--- src/design/adpcmb_pkg.sv ---
// shared widths and step table; step_factor only covers magnitudes 0 to 7 and is scaled by 1/64
package adpcmb_pkg;

    localparam int default_addr_w = 20;         // 1M x 8 sample memory

    typedef logic        [3:0]  nibble_t;        // sign + 3 bit magnitude
    typedef logic signed [15:0] pcm_t;           // waveform and output samples
    typedef logic        [14:0] step_t;          // adaptive step
    typedef logic        [7:0]  level_t;         // 255 is close to unity gain
    typedef logic        [15:0] delta_t;         // phase increment per enabled cycle
    typedef logic        [7:0]  byte_t;          // one sample memory byte

    // per-side output enables
    typedef struct packed {
        logic left;
        logic right;
    } pan_t;

    localparam step_t step_min = 15'd127;        // also the value after reset and clear
    localparam step_t step_max = 15'd24576;

    // step multiplier, applied as (step * factor) >> 6
    function automatic logic [7:0] step_factor(input logic [2:0] mag);
        logic [7:0] f;
        case (mag)
            3'd4:    f = 8'd77;
            3'd5:    f = 8'd102;
            3'd6:    f = 8'd128;
            3'd7:    f = 8'd153;
            default: f = 8'd57;                  // small codes shrink the step
        endcase
        return f;
    endfunction

    // fetch sequencing
    typedef enum logic [1:0] {
        st_idle,                                 // channel off
        st_load,                                 // first byte on its way from memory
        st_play                                  // accumulator running
    } fetch_state_e;

endpackage
--- src/design/adpcmb_channel.sv ---
// one ADPCM-B voice; sample memory must be synchronous read, delta limited to 10922
`timescale 1ns/1ps

module adpcmb_channel #(
    parameter int addr_w = adpcmb_pkg::default_addr_w    // 8 or more
) (
    input  logic                clk,
    input  logic                rst_n,
    input  logic                cen,            // everything advances on enabled cycles only
    input  logic                key_on,
    input  logic                key_off,
    input  logic                repeat_en,
    input  logic [addr_w-1:0]   start_addr,
    input  logic [addr_w-1:0]   end_addr,
    input  adpcmb_pkg::delta_t  delta,
    input  adpcmb_pkg::level_t  level,
    input  adpcmb_pkg::pan_t    pan,
    output logic [addr_w-1:0]   mem_addr,
    input  adpcmb_pkg::byte_t   mem_data,
    output adpcmb_pkg::pcm_t    left,
    output adpcmb_pkg::pcm_t    right,
    output logic                sample_stb,
    output logic                playing,
    output logic                eos
);
    import adpcmb_pkg::*;

    nibble_t nibble;
    logic    adv;
    logic    chon;
    logic    clr;
    pcm_t    pcm;
    logic    upd;

    assign playing = chon;

    adpcmb_fetch #(.addr_w(addr_w)) u_fetch (
        .clk, .rst_n, .cen,
        .key_on, .key_off, .repeat_en,
        .start_addr, .end_addr, .delta,
        .mem_data, .mem_addr,
        .nibble, .adv, .chon, .clr, .eos
    );

    adpcmb_decoder u_decoder (
        .clk, .rst_n, .cen,
        .nibble, .adv, .chon, .clr,
        .pcm, .upd
    );

    adpcmb_output u_output (
        .clk, .rst_n, .cen,
        .pcm, .upd, .chon,
        .level, .pan,
        .left, .right, .sample_stb
    );

endmodule

--- src/design/adpcmb_output.sv ---
// registered one enabled cycle after upd; no hold-off, the sample strobe must be taken when it comes
`timescale 1ns/1ps

module adpcmb_output (
    input  logic                clk,
    input  logic                rst_n,
    input  logic                cen,
    input  adpcmb_pkg::pcm_t    pcm,
    input  logic                upd,        // new waveform value
    input  logic                chon,
    input  adpcmb_pkg::level_t  level,
    input  adpcmb_pkg::pan_t    pan,
    output adpcmb_pkg::pcm_t    left,
    output adpcmb_pkg::pcm_t    right,
    output logic                sample_stb
);
    import adpcmb_pkg::*;

    logic signed [24:0] prod;               // 16 x 9 bit signed
    pcm_t               scaled;

    assign prod   = pcm * $signed({1'b0, level});   // level is unsigned
    assign scaled = prod[23:8];                     // >>> 8, always fits 16 bits

    always_ff @(posedge clk or negedge rst_n) begin
        if (!rst_n) begin
            left       <= '0;
            right      <= '0;
            sample_stb <= 1'b0;
        end else if (cen) begin
            sample_stb <= upd;
            if (upd) begin
                left  <= pan.left  ? scaled : '0;   // muted side reads 0
                right <= pan.right ? scaled : '0;
            end else if (!chon) begin
                // channel off, after any last sample has gone out
                left  <= '0;
                right <= '0;
            end
        end
    end

endmodule

--- src/design/adpcmb_decoder.sv ---
// x moves 4 enabled cycles after adv is sampled; adv must be at least 5 enabled cycles apart
`timescale 1ns/1ps

module adpcmb_decoder (
    input  logic                 clk,
    input  logic                 rst_n,
    input  logic                 cen,
    input  adpcmb_pkg::nibble_t  nibble,
    input  logic                 adv,       // nibble valid
    input  logic                 chon,      // low holds x and step at their idle values
    input  logic                 clr,       // restart, may come with adv
    output adpcmb_pkg::pcm_t     pcm,
    output logic                 upd
);
    import adpcmb_pkg::*;

    localparam logic signed [17:0] pcm_max = 18'sd32767;
    localparam logic signed [17:0] pcm_min = -18'sd32768;

    pcm_t               x;                  // waveform
    step_t              step;
    logic [3:0]         adv_pipe;           // tracks the nibble through the stages

    logic [3:0]         d2;                 // magnitude * 2 + 1
    logic               sign2;
    logic [18:0]        mult;               // d2 * step
    logic [22:0]        step_prod;          // step * factor
    logic [15:0]        d3;                 // offset magnitude, up to 46080
    logic [16:0]        next_step3;         // unclamped new step
    logic signed [17:0] d4;                 // signed offset
    logic signed [17:0] sum5;               // x + offset, before saturation

    assign mult      = d2 * step;
    assign step_prod = step_factor(d2[3:1]) * step;
    assign pcm       = x;

    // payload stages I to IV
    always_ff @(posedge clk) begin
        if (cen) begin
            if (adv) begin
                d2    <= {nibble[2:0], 1'b1};                         // I
                sign2 <= nibble[3];
            end
            d3         <= mult[18:3];                                 // II  / 8
            next_step3 <= step_prod[22:6];                            //     / 64
            d4         <= sign2 ? -$signed({2'b00, d3})               // III
                                :  $signed({2'b00, d3});
            sum5       <= x + d4;                                     // IV
        end
    end

    // stage V and the state that survives between nibbles
    always_ff @(posedge clk or negedge rst_n) begin
        if (!rst_n) begin
            x        <= '0;
            step     <= step_min;
            adv_pipe <= '0;
            upd      <= 1'b0;
        end else if (cen) begin
            adv_pipe <= {adv, clr ? 3'b000 : adv_pipe[3:1]};  // clr flushes older nibbles
            upd      <= 1'b0;
            if (!chon || clr) begin
                x    <= '0;
                step <= step_min;
            end else if (adv_pipe[0]) begin
                // saturate instead of wrapping
                if (sum5 > pcm_max) begin
                    x <= pcm_max[15:0];
                end else if (sum5 < pcm_min) begin
                    x <= pcm_min[15:0];
                end else begin
                    x <= sum5[15:0];
                end
                if (next_step3 < 17'(step_min)) begin
                    step <= step_min;
                end else if (next_step3 > 17'(step_max)) begin
                    step <= step_max;
                end else begin
                    step <= next_step3[14:0];
                end
                upd <= 1'b1;                // same edge as x
            end
        end
    end

endmodule

--- src/design/adpcmb_fetch.sv ---
// needs delta <= 10922 and a synchronous-read memory; end_addr must be reachable from start_addr
`timescale 1ns/1ps

module adpcmb_fetch #(
    parameter int addr_w = adpcmb_pkg::default_addr_w
) (
    input  logic                 clk,
    input  logic                 rst_n,
    input  logic                 cen,
    input  logic                 key_on,        // strobe, restarts from start_addr
    input  logic                 key_off,       // strobe, stops without eos
    input  logic                 repeat_en,     // loop back at end_addr
    input  logic [addr_w-1:0]    start_addr,
    input  logic [addr_w-1:0]    end_addr,      // last byte played, inclusive
    input  adpcmb_pkg::delta_t   delta,
    input  adpcmb_pkg::byte_t    mem_data,
    output logic [addr_w-1:0]    mem_addr,
    output adpcmb_pkg::nibble_t  nibble,
    output logic                 adv,
    output logic                 chon,
    output logic                 clr,
    output logic                 eos
);
    import adpcmb_pkg::*;

    fetch_state_e state;
    delta_t       phase;                        // rate accumulator
    logic [16:0]  phase_sum;                    // bit 16 is the nibble request
    byte_t        cur_byte;                     // byte whose low nibble is still due
    logic         low_next;                     // next nibble comes from the low half
    logic         wrap_pend;                    // next adv starts a new loop
    logic [2:0]   tail;                         // drain count after the last nibble
    logic         at_end;
    logic         take;                         // a nibble leaves this cycle

    assign phase_sum = {1'b0, phase} + {1'b0, delta};
    assign at_end    = (mem_addr == end_addr);
    assign take      = (state == st_play) && (tail == 3'd0) && phase_sum[16]
                       && !key_on && !key_off;

    always_ff @(posedge clk or negedge rst_n) begin
        if (!rst_n) begin
            state     <= st_idle;
            mem_addr  <= '0;
            phase     <= '0;
            low_next  <= 1'b0;
            wrap_pend <= 1'b0;
            tail      <= '0;
            adv       <= 1'b0;
            chon      <= 1'b0;
            clr       <= 1'b0;
            eos       <= 1'b0;
        end else if (cen) begin
            adv <= 1'b0;                        // strobes last one enabled cycle
            clr <= 1'b0;
            eos <= 1'b0;
            if (key_on) begin
                state     <= st_load;
                mem_addr  <= start_addr;        // memory answers during st_load
                phase     <= '0;
                low_next  <= 1'b0;
                wrap_pend <= 1'b0;
                tail      <= '0;
                chon      <= 1'b1;
                clr       <= 1'b1;              // decoder starts from x 0, step_min
            end else if (key_off) begin
                state <= st_idle;
                chon  <= 1'b0;                  // in-flight decode is dropped
                tail  <= '0;
            end else begin
                case (state)
                    st_idle: chon <= 1'b0;
                    st_load: state <= st_play;
                    st_play: begin
                        if (tail != 3'd0) begin
                            // last decode lands on the cycle chon falls
                            if (tail == 3'd1) begin
                                chon  <= 1'b0;
                                eos   <= 1'b1;
                                state <= st_idle;
                            end
                            tail <= tail - 3'd1;
                        end else begin
                            phase <= phase_sum[15:0];
                            if (take) begin
                                adv       <= 1'b1;
                                clr       <= wrap_pend;   // restart clears the decoder
                                wrap_pend <= 1'b0;
                                low_next  <= !low_next;
                                if (low_next) begin
                                    if (!at_end) begin
                                        mem_addr <= mem_addr + 1'b1;    // prefetch next byte
                                    end else if (repeat_en) begin
                                        mem_addr  <= start_addr;
                                        wrap_pend <= 1'b1;
                                    end else begin
                                        // decoder samples adv 1 cycle later, then 4 stages
                                        tail <= 3'd5;
                                    end
                                end
                            end
                        end
                    end
                    default: state <= st_idle;
                endcase
            end
        end
    end

    // nibble split, high half first
    always_ff @(posedge clk) begin
        if (cen && take) begin
            if (low_next) begin
                nibble <= cur_byte[3:0];
            end else begin
                nibble   <= mem_data[7:4];      // address has been stable for 6+ cycles
                cur_byte <= mem_data;
            end
        end
    end

endmodule

--- config.mk ---
export PLATFORM = sky130hd
export DESIGN_NAME = adpcmb_channel
export DESIGN_NICKNAME = d
export VERILOG_FILES = /design/src/design/adpcmb_pkg.sv /design/src/design/adpcmb_channel.sv /design/src/design/adpcmb_output.sv /design/src/design/adpcmb_decoder.sv /design/src/design/adpcmb_fetch.sv
export SDC_FILE = /design/constraint.sdc
export NUM_CORES = 1
export LEC_CHECK = 0
export BUFFER_PORTS_ARGS = -buffer_cell sky130_fd_sc_hd__buf_2
export CELL_PAD_IN_SITES_DETAIL_PLACEMENT = 1
export CELL_PAD_IN_SITES_GLOBAL_PLACEMENT = 2
export CORE_UTILIZATION = 39
export DETAILED_ROUTE_END_ITERATION = 6
export MAX_ROUTING_LAYER = met4
export PLACE_DENSITY_LB_ADDON = 0.15
export SETUP_SLACK_MARGIN = 0.2
export SLEW_MARGIN = 10
export SYNTH_ARGS = -nofsm -noshare
export SYNTH_HDL_FRONTEND = slang
export SYNTH_SLANG_ARGS = --single-unit
--- constraint.sdc ---
create_clock -name clk -period 11.65 [get_ports clk]
set_input_delay 1.165 -clock clk [delete_from_list [all_inputs] [get_ports clk]]
set_output_delay 1.165 -clock clk [all_outputs]
set_load 0.005 [all_outputs]
== Word-level counts from Yosys, hierarchy flattened ==
Cells that the tools add are included.
Word-level totals
  flip-flop bits (word level): 197
  input bits: 80
  word-level logic and storage cells: 164
Operators by class
  multipliers: 3
  bitwise logic cells: 1
  equal/unequal tests: 16
  reductions and logical operators: 32
  add/sub/neg operators: 5
  magnitude comparators: 4
  multiplexer cells: 77
Operators with widths (count)
  16-bit 2-to-1 mux: 14
  20-bit 2-to-1 mux: 8
  15-bit 2-to-1 mux: 4
  1-bit 2-to-1 mux: 34
  8-bit one-hot mux with 4 select lines: 1
  3-bit 2-to-1 mux: 9
  16-bit by 9-bit multiplier with 24-bit output: 1
  8-bit by 15-bit multiplier with 23-bit output: 1
  20-bit by 1-bit adder with 20-bit output (second input constant): 1
  20-bit equality test: 1
  4-bit by 15-bit multiplier with 19-bit output: 1
  16-bit by 18-bit adder with 18-bit output: 1
  18-bit by 16-bit greater-than comparator with 1-bit output (second input constant): 1
  18-bit by 16-bit < comparator with 1-bit output (second input constant): 1
  16-bit negator with 18-bit output: 1
  16-bit by 16-bit adder with 17-bit output: 1
  17-bit by 15-bit greater-than comparator with 1-bit output (second input constant): 1
  17-bit by 7-bit < comparator with 1-bit output (second input constant): 1
  4-bit nonzero test: 4
  3-bit equality test (second input constant): 4
  4-bit AND reduction: 3
  2-bit 2-to-1 mux: 4
  4-bit != test (second input constant): 2
  2-bit AND reduction: 4
  other kinds (22): 35

== Logic depth before layout (Yosys ltp) ==
  depth in word-level cells: 10
  gate-level depth with buffers: 23
  depth with buffers taken out: 22

== Cells and area by module ==
A second synthesis with hierarchy kept.
Second synthesis, totals
  cells, all modules: 2001
  area total of the unflattened synthesis: 19122.1 um^2
Modules (own cells, without submodules)
  adpcmb_decoder: cells an instance 1008, area an instance 9972.1 um^2, times used 1
  adpcmb_output: cells an instance 568, area an instance 5392.7 um^2, times used 1
  adpcmb_fetch: cells an instance 425, area an instance 3757.4 um^2, times used 1

== Worst setup path before layout ==
OpenSTA, ideal clock, no wires.
  path kind: input -> register
  start: in level[2]
  end: reg u_output.left[15]
  setup slack: 6053 ps
  stages on the path: 19
  library setup time: 128 ps
  arrival: 5469 ps
  buffers on the path: 1
  path through: clkbuf_1 -> nand2_1 -> fa_1 -> inv_1 -> fa_1 -> inv_1 -> fa_1 -> inv_1 -> fa_1 -> ha_1 -> nand4_1 -> o21ai_0 -> nor2_1 -> a311oi_2 -> a41o_1 -> a31o_2 -> a211oi_2 -> xnor2_1 -> o21ai_0
Between the ends
  word-level cells in the longest chain between the ends: 3
RTL lines
  start, declared: line adpcmb_channel.sv:16  | input adpcmb_pkg::level_t level,
  16-bit by 9-bit multiplier with 24-bit output: line adpcmb_output.sv:22  | assign prod = pcm * $signed({1'b0, level});
  16-bit 2-to-1 mux: line adpcmb_output.sv:33  | left <= pan.left ? scaled : '0;
  16-bit 2-to-1 mux: line adpcmb_output.sv:32  | if (upd) begin
  end signal, assigned: line adpcmb_output.sv:33
  end, declared: line adpcmb_output.sv:13  | output adpcmb_pkg::pcm_t left,
No other way between the ends.
A chain may end at the register's enable or synchronous reset.

== Worst setup path in the final report ==
  start: reg u_decoder.d2[1]
  end: reg u_decoder.next_step3[13], data pin
Between the ends
  word-level cells in the longest chain between the ends: 3
RTL lines
  start, declared: line adpcmb_decoder.sv:24  | logic [3:0] d2;
  start signal, assigned: line adpcmb_decoder.sv:41  | d2 <= {nibble[2:0], 1'b1};
  3-bit equality test: line adpcmb_pkg.sv:25  | case (mag)
  8-bit one-hot mux with 4 select lines (*): line adpcmb_pkg.sv:25
  8-bit by 15-bit multiplier with 23-bit output (*): line adpcmb_decoder.sv:34  | assign step_prod = step_factor(d2[3:1]) * step;
  net u_decoder.step_prod[19]: line adpcmb_decoder.sv:27  | logic [22:0] step_prod;
  end signal, assigned: line adpcmb_decoder.sv:45  | next_step3 <= step_prod[22:6];
  end, declared: line adpcmb_decoder.sv:29  | logic [16:0] next_step3;
The timed path passes the listed nets; every way through them passes the cells marked *.

==> metrics <==
status finished, final reports clean; aggregate global routing overflow 0; buffers inserted during post-CTS setup optimization 0; count of clock tree sinks between 150 and 200; Top-Level Pins roughly 140; VDD IR-drop max 0.0805 mV; top-area cell type share of the netlist area approximately a fifth; max-cap violations 0; static power due to leakage ~0.010 uW; width of the chip ~220 um; dominant cell type by area after synthesis sky130_fd_sc_hd__fa_1; Net Switching 430 uW; Arr. time, crit path 6660 ps; clock transition at the registers of the reported paths ~90 ps; count of different cell masters after synthesis 76; Routed wire per std cell around 18 um; TritonCTS clock tree built; GRT Resource Usage Total around a fifth; netlist area before placement between 0.015 and 0.02 sq mm; final period utilization 55.0%; Power per Cell Area around 74 mW/mm^2; net count of the mapped netlist between 2,000 and 2,500; CP max stage cell sky130_fd_sc_hd__edfxtp_1; top cells by area in the synthesized netlist sky130_fd_sc_hd__fa_1, sky130_fd_sc_hd__dfrtp_1, sky130_fd_sc_hd__edfxtp_1, sky130_fd_sc_hd__ha_1, sky130_fd_sc_hd__inv_1; Total Negative Setup Slacks 0 ps; slowest stage delay, CP just under 900 ps; RSZ-0062 raised after global routing no; fraction of layout instances using a drive strength above 1 between 10% and 20%; Worst Path Max Fanout 23; kind of end point of the critical path flop; total of flip-flops plus latches after synthesis ~200; Placed Instance Area approximately 0.020 sq mm; RePlAce Congestion around 0.81; ranking of synthesized cells by instance count sky130_fd_sc_hd__inv_1, sky130_fd_sc_hd__fa_1, sky130_fd_sc_hd__nand2_1; Worst Path Class, Setup flop to flop; post-detailed-route via-to-cell ratio ~5.2; part of the power in combinational logic roughly a tenth; total inserted antenna cells 0; number of port buffers between 100 and 150; cell internal power dissipation around 1100 uW; hold buffers post-CTS 0; cells after synthesis 1,966; via count of the first global-routing pass around 15,000; number of buffers added by the clock tree synthesis step 17; number of antenna violations at the first check in global routing 0; share of flip-flops with an asynchronous set or reset between 50% and 60%; DRC violation total after the first TritonRoute iteration 540; post-detail-place hpwl approximately 37,000 um; switching share of power between 20% and 30%; achievable frequency roughly 160 MHz; number of levels the H-tree was split into 4; Mean Syn Cell Area about 9.6 sq um; drc violations 0; sequential share of power between 50 and 60%; chip height between 200 and 250 um; worst hold slack 429 ps; required time of the worst setup path about 12,000 ps; number of endpoints with negative hold slack in the final report 0; final count of negative-setup-slack endpoints 0; core outline area 0.0477 sq mm; Synth warnings 0; largest net degree at the start of global routing between 60 and 70; startpoint kind of the worst setup timing path flop; tightest slew margin relative to the limit approximately 24%; CP cell instances inv_1, o21ai_1, and2_1, fa_1, fa_1, fa_1, inv_1, fa_1, inv_1, ha_1, o21a_1, o21ai_0, nand2b_1, and3_1, o211ai_1, nand2_1, a21o_1, a21oi_1, xnor2_1; Resize count post-CTS 0; final period demand of the worst path between 6000 and 7000 ps; clock buffer depth 2; layout net count 2,480; area growth from synthesis to layout 9.71%; Final Total Pwr roughly 1500 uW; number of synthesized flops with an enable pin 81; global-route wire length before repair roughly 79,000 um; post-route ant nets 0; Die Area a little under 0.05 sq mm; number of iterations in the first detailed-routing pass 5; most instantiated flip-flop cell in the synthesis netlist sky130_fd_sc_hd__dfrtp_1; maximum clock skew at final layout about 11 ps; HP Class flop to flop; final design utilization approximately 43%; post-detailed-routing wire length 47,400 um; master cell of the clock root buffer sky130_fd_sc_hd__clkbuf_16; overall via count from detail_route about 14,000; clock latency on the worst-skew pair roughly 500 ps; number of cell rows 80; Worst Tran Pin Value approximately 1100 ps; Initial Utilization around two fifths; clock share of power about two fifths; Seq/Total Area, Yosys 28.4%; max-slew violation count 0; final design instance area without fill 0.0207 sq mm; cell with the most instances after synthesis sky130_fd_sc_hd__inv_1; most common cell type on the critical path sky130_fd_sc_hd__fa_1
## final timing paths
path	start	endpoint	slack (ps)	cells after the start
worst max-delay path	u_decoder.d2[1]	u_decoder.next_step3[13]	5240	19
worst min-delay path	u_fetch.nibble[1]	u_decoder.d2[2]	430	0
worst max register to register	u_decoder.d2[1]	u_decoder.next_step3[13]	5240	19
worst min register to register	u_fetch.nibble[1]	u_decoder.d2[2]	430	0
max in group asynchronous	rst_n	u_fetch.phase[5]	9560	2
min in group asynchronous	rst_n	u_output.right[1]	790	1
## power by group through the flow
stage          Combinational [uW]  Clock [uW]  Sequential [uW]
2_1_floorplan                80.5           0              782
3_3_place_gp                  144           0              793
3_5_place_dp                  148           0              793
4_1_cts                       148         632              779
5_1_grt                       164         656              782
6_report                      146         611              778
## cell usage in the layout (no fill, tap or decap), types with 8 or more instances in the layout
cell,count
sky130_fd_sc_hd__fa_1,199
sky130_fd_sc_hd__nand3_1,25
sky130_fd_sc_hd__nor2b_1,23
sky130_fd_sc_hd__clkbuf_16,17
sky130_fd_sc_hd__xor2_1,31
sky130_fd_sc_hd__and2_1,115
sky130_fd_sc_hd__inv_1,300
sky130_fd_sc_hd__nor4_1,14
sky130_fd_sc_hd__a21oi_1,73
sky130_fd_sc_hd__nor2_1,98
sky130_fd_sc_hd__o31ai_1,8
sky130_fd_sc_hd__ha_1,144
sky130_fd_sc_hd__a22o_1,45
sky130_fd_sc_hd__buf_4,14
sky130_fd_sc_hd__nand2_1,198
sky130_fd_sc_hd__nand2b_1,16
sky130_fd_sc_hd__buf_2,132
sky130_fd_sc_hd__nor3_1,20
sky130_fd_sc_hd__a21o_1,20
sky130_fd_sc_hd__xnor2_1,80
sky130_fd_sc_hd__edfxtp_1,81
sky130_fd_sc_hd__a31oi_1,11
sky130_fd_sc_hd__and3_1,35
sky130_fd_sc_hd__o21ai_0,94
sky130_fd_sc_hd__o21a_1,14
sky130_fd_sc_hd__dfrtp_1,109
sky130_fd_sc_hd__nand4_1,14
## flip-flops by register name (all words and copies together) (netlist names), 2 cells and up
register,count
u_fetch.mem_addr,20
u_decoder.d4,18
u_decoder.sum5,18
u_decoder.next_step3,17
u_decoder.d3,16
u_decoder.pcm,16
u_fetch.phase,16
u_output.left,16
u_output.right,16
u_decoder.step,15
u_decoder.adv_pipe,4
u_fetch.cur_byte,4
u_fetch.nibble,4
u_decoder.d2,3
u_fetch.tail,3
u_fetch.state,2
## through the flow
stage               cells  setup WS, ps
detailed placement   2653          5210
finish               2685          5240
global route         2685          4610
floorplan            1966          6050
global placement     2653          4920
CTS                  2685          5180
## routing by layer
metal / track usage, % / up-vias / routed length (um)
met4: 5.89 / 0 / 954
met2: 34.4 / 165 / 23700
met5: - / - / 0
met3: 3.88 / 49 / 1400
li1: - / 6644 / -
met1: 26.4 / 7036 / 21300
## worst max-delay path: cells and delay by family, from the launching register on
family	cells	cell delay, ps
compound gates	6	1830
simple gates	4	760
fa+ha+maj	5	2350
buf+inv	3	240
flops	1	870
xor+xnor	1	90
## cells by family (layout without fill, tap and decap cells)
family                   Yosys count  count (layout)  synth area share, %
AO/OA/AOI/OAI                    335             335                 11.8
adder cells (fa/ha/maj)          343             343                 30.7
XOR/XNOR                         111             111                 5.16
multiplexers                       9               9                0.524
flip-flops                       197             197                 28.4
buffers and inverters            374             478                 7.51
AND/OR/NAND/NOR                  597             597                 15.9
## cell type report
cell class	count	area, sq um
fill	5479	27100
sequential	197	5340
inverter	300	1130
multi-input combinational	1395	12100
clock inverter	15	149
timing repair buffer	146	766
tap	615	769
clock buffer	17	425
(Power assumes the default switching activity.)
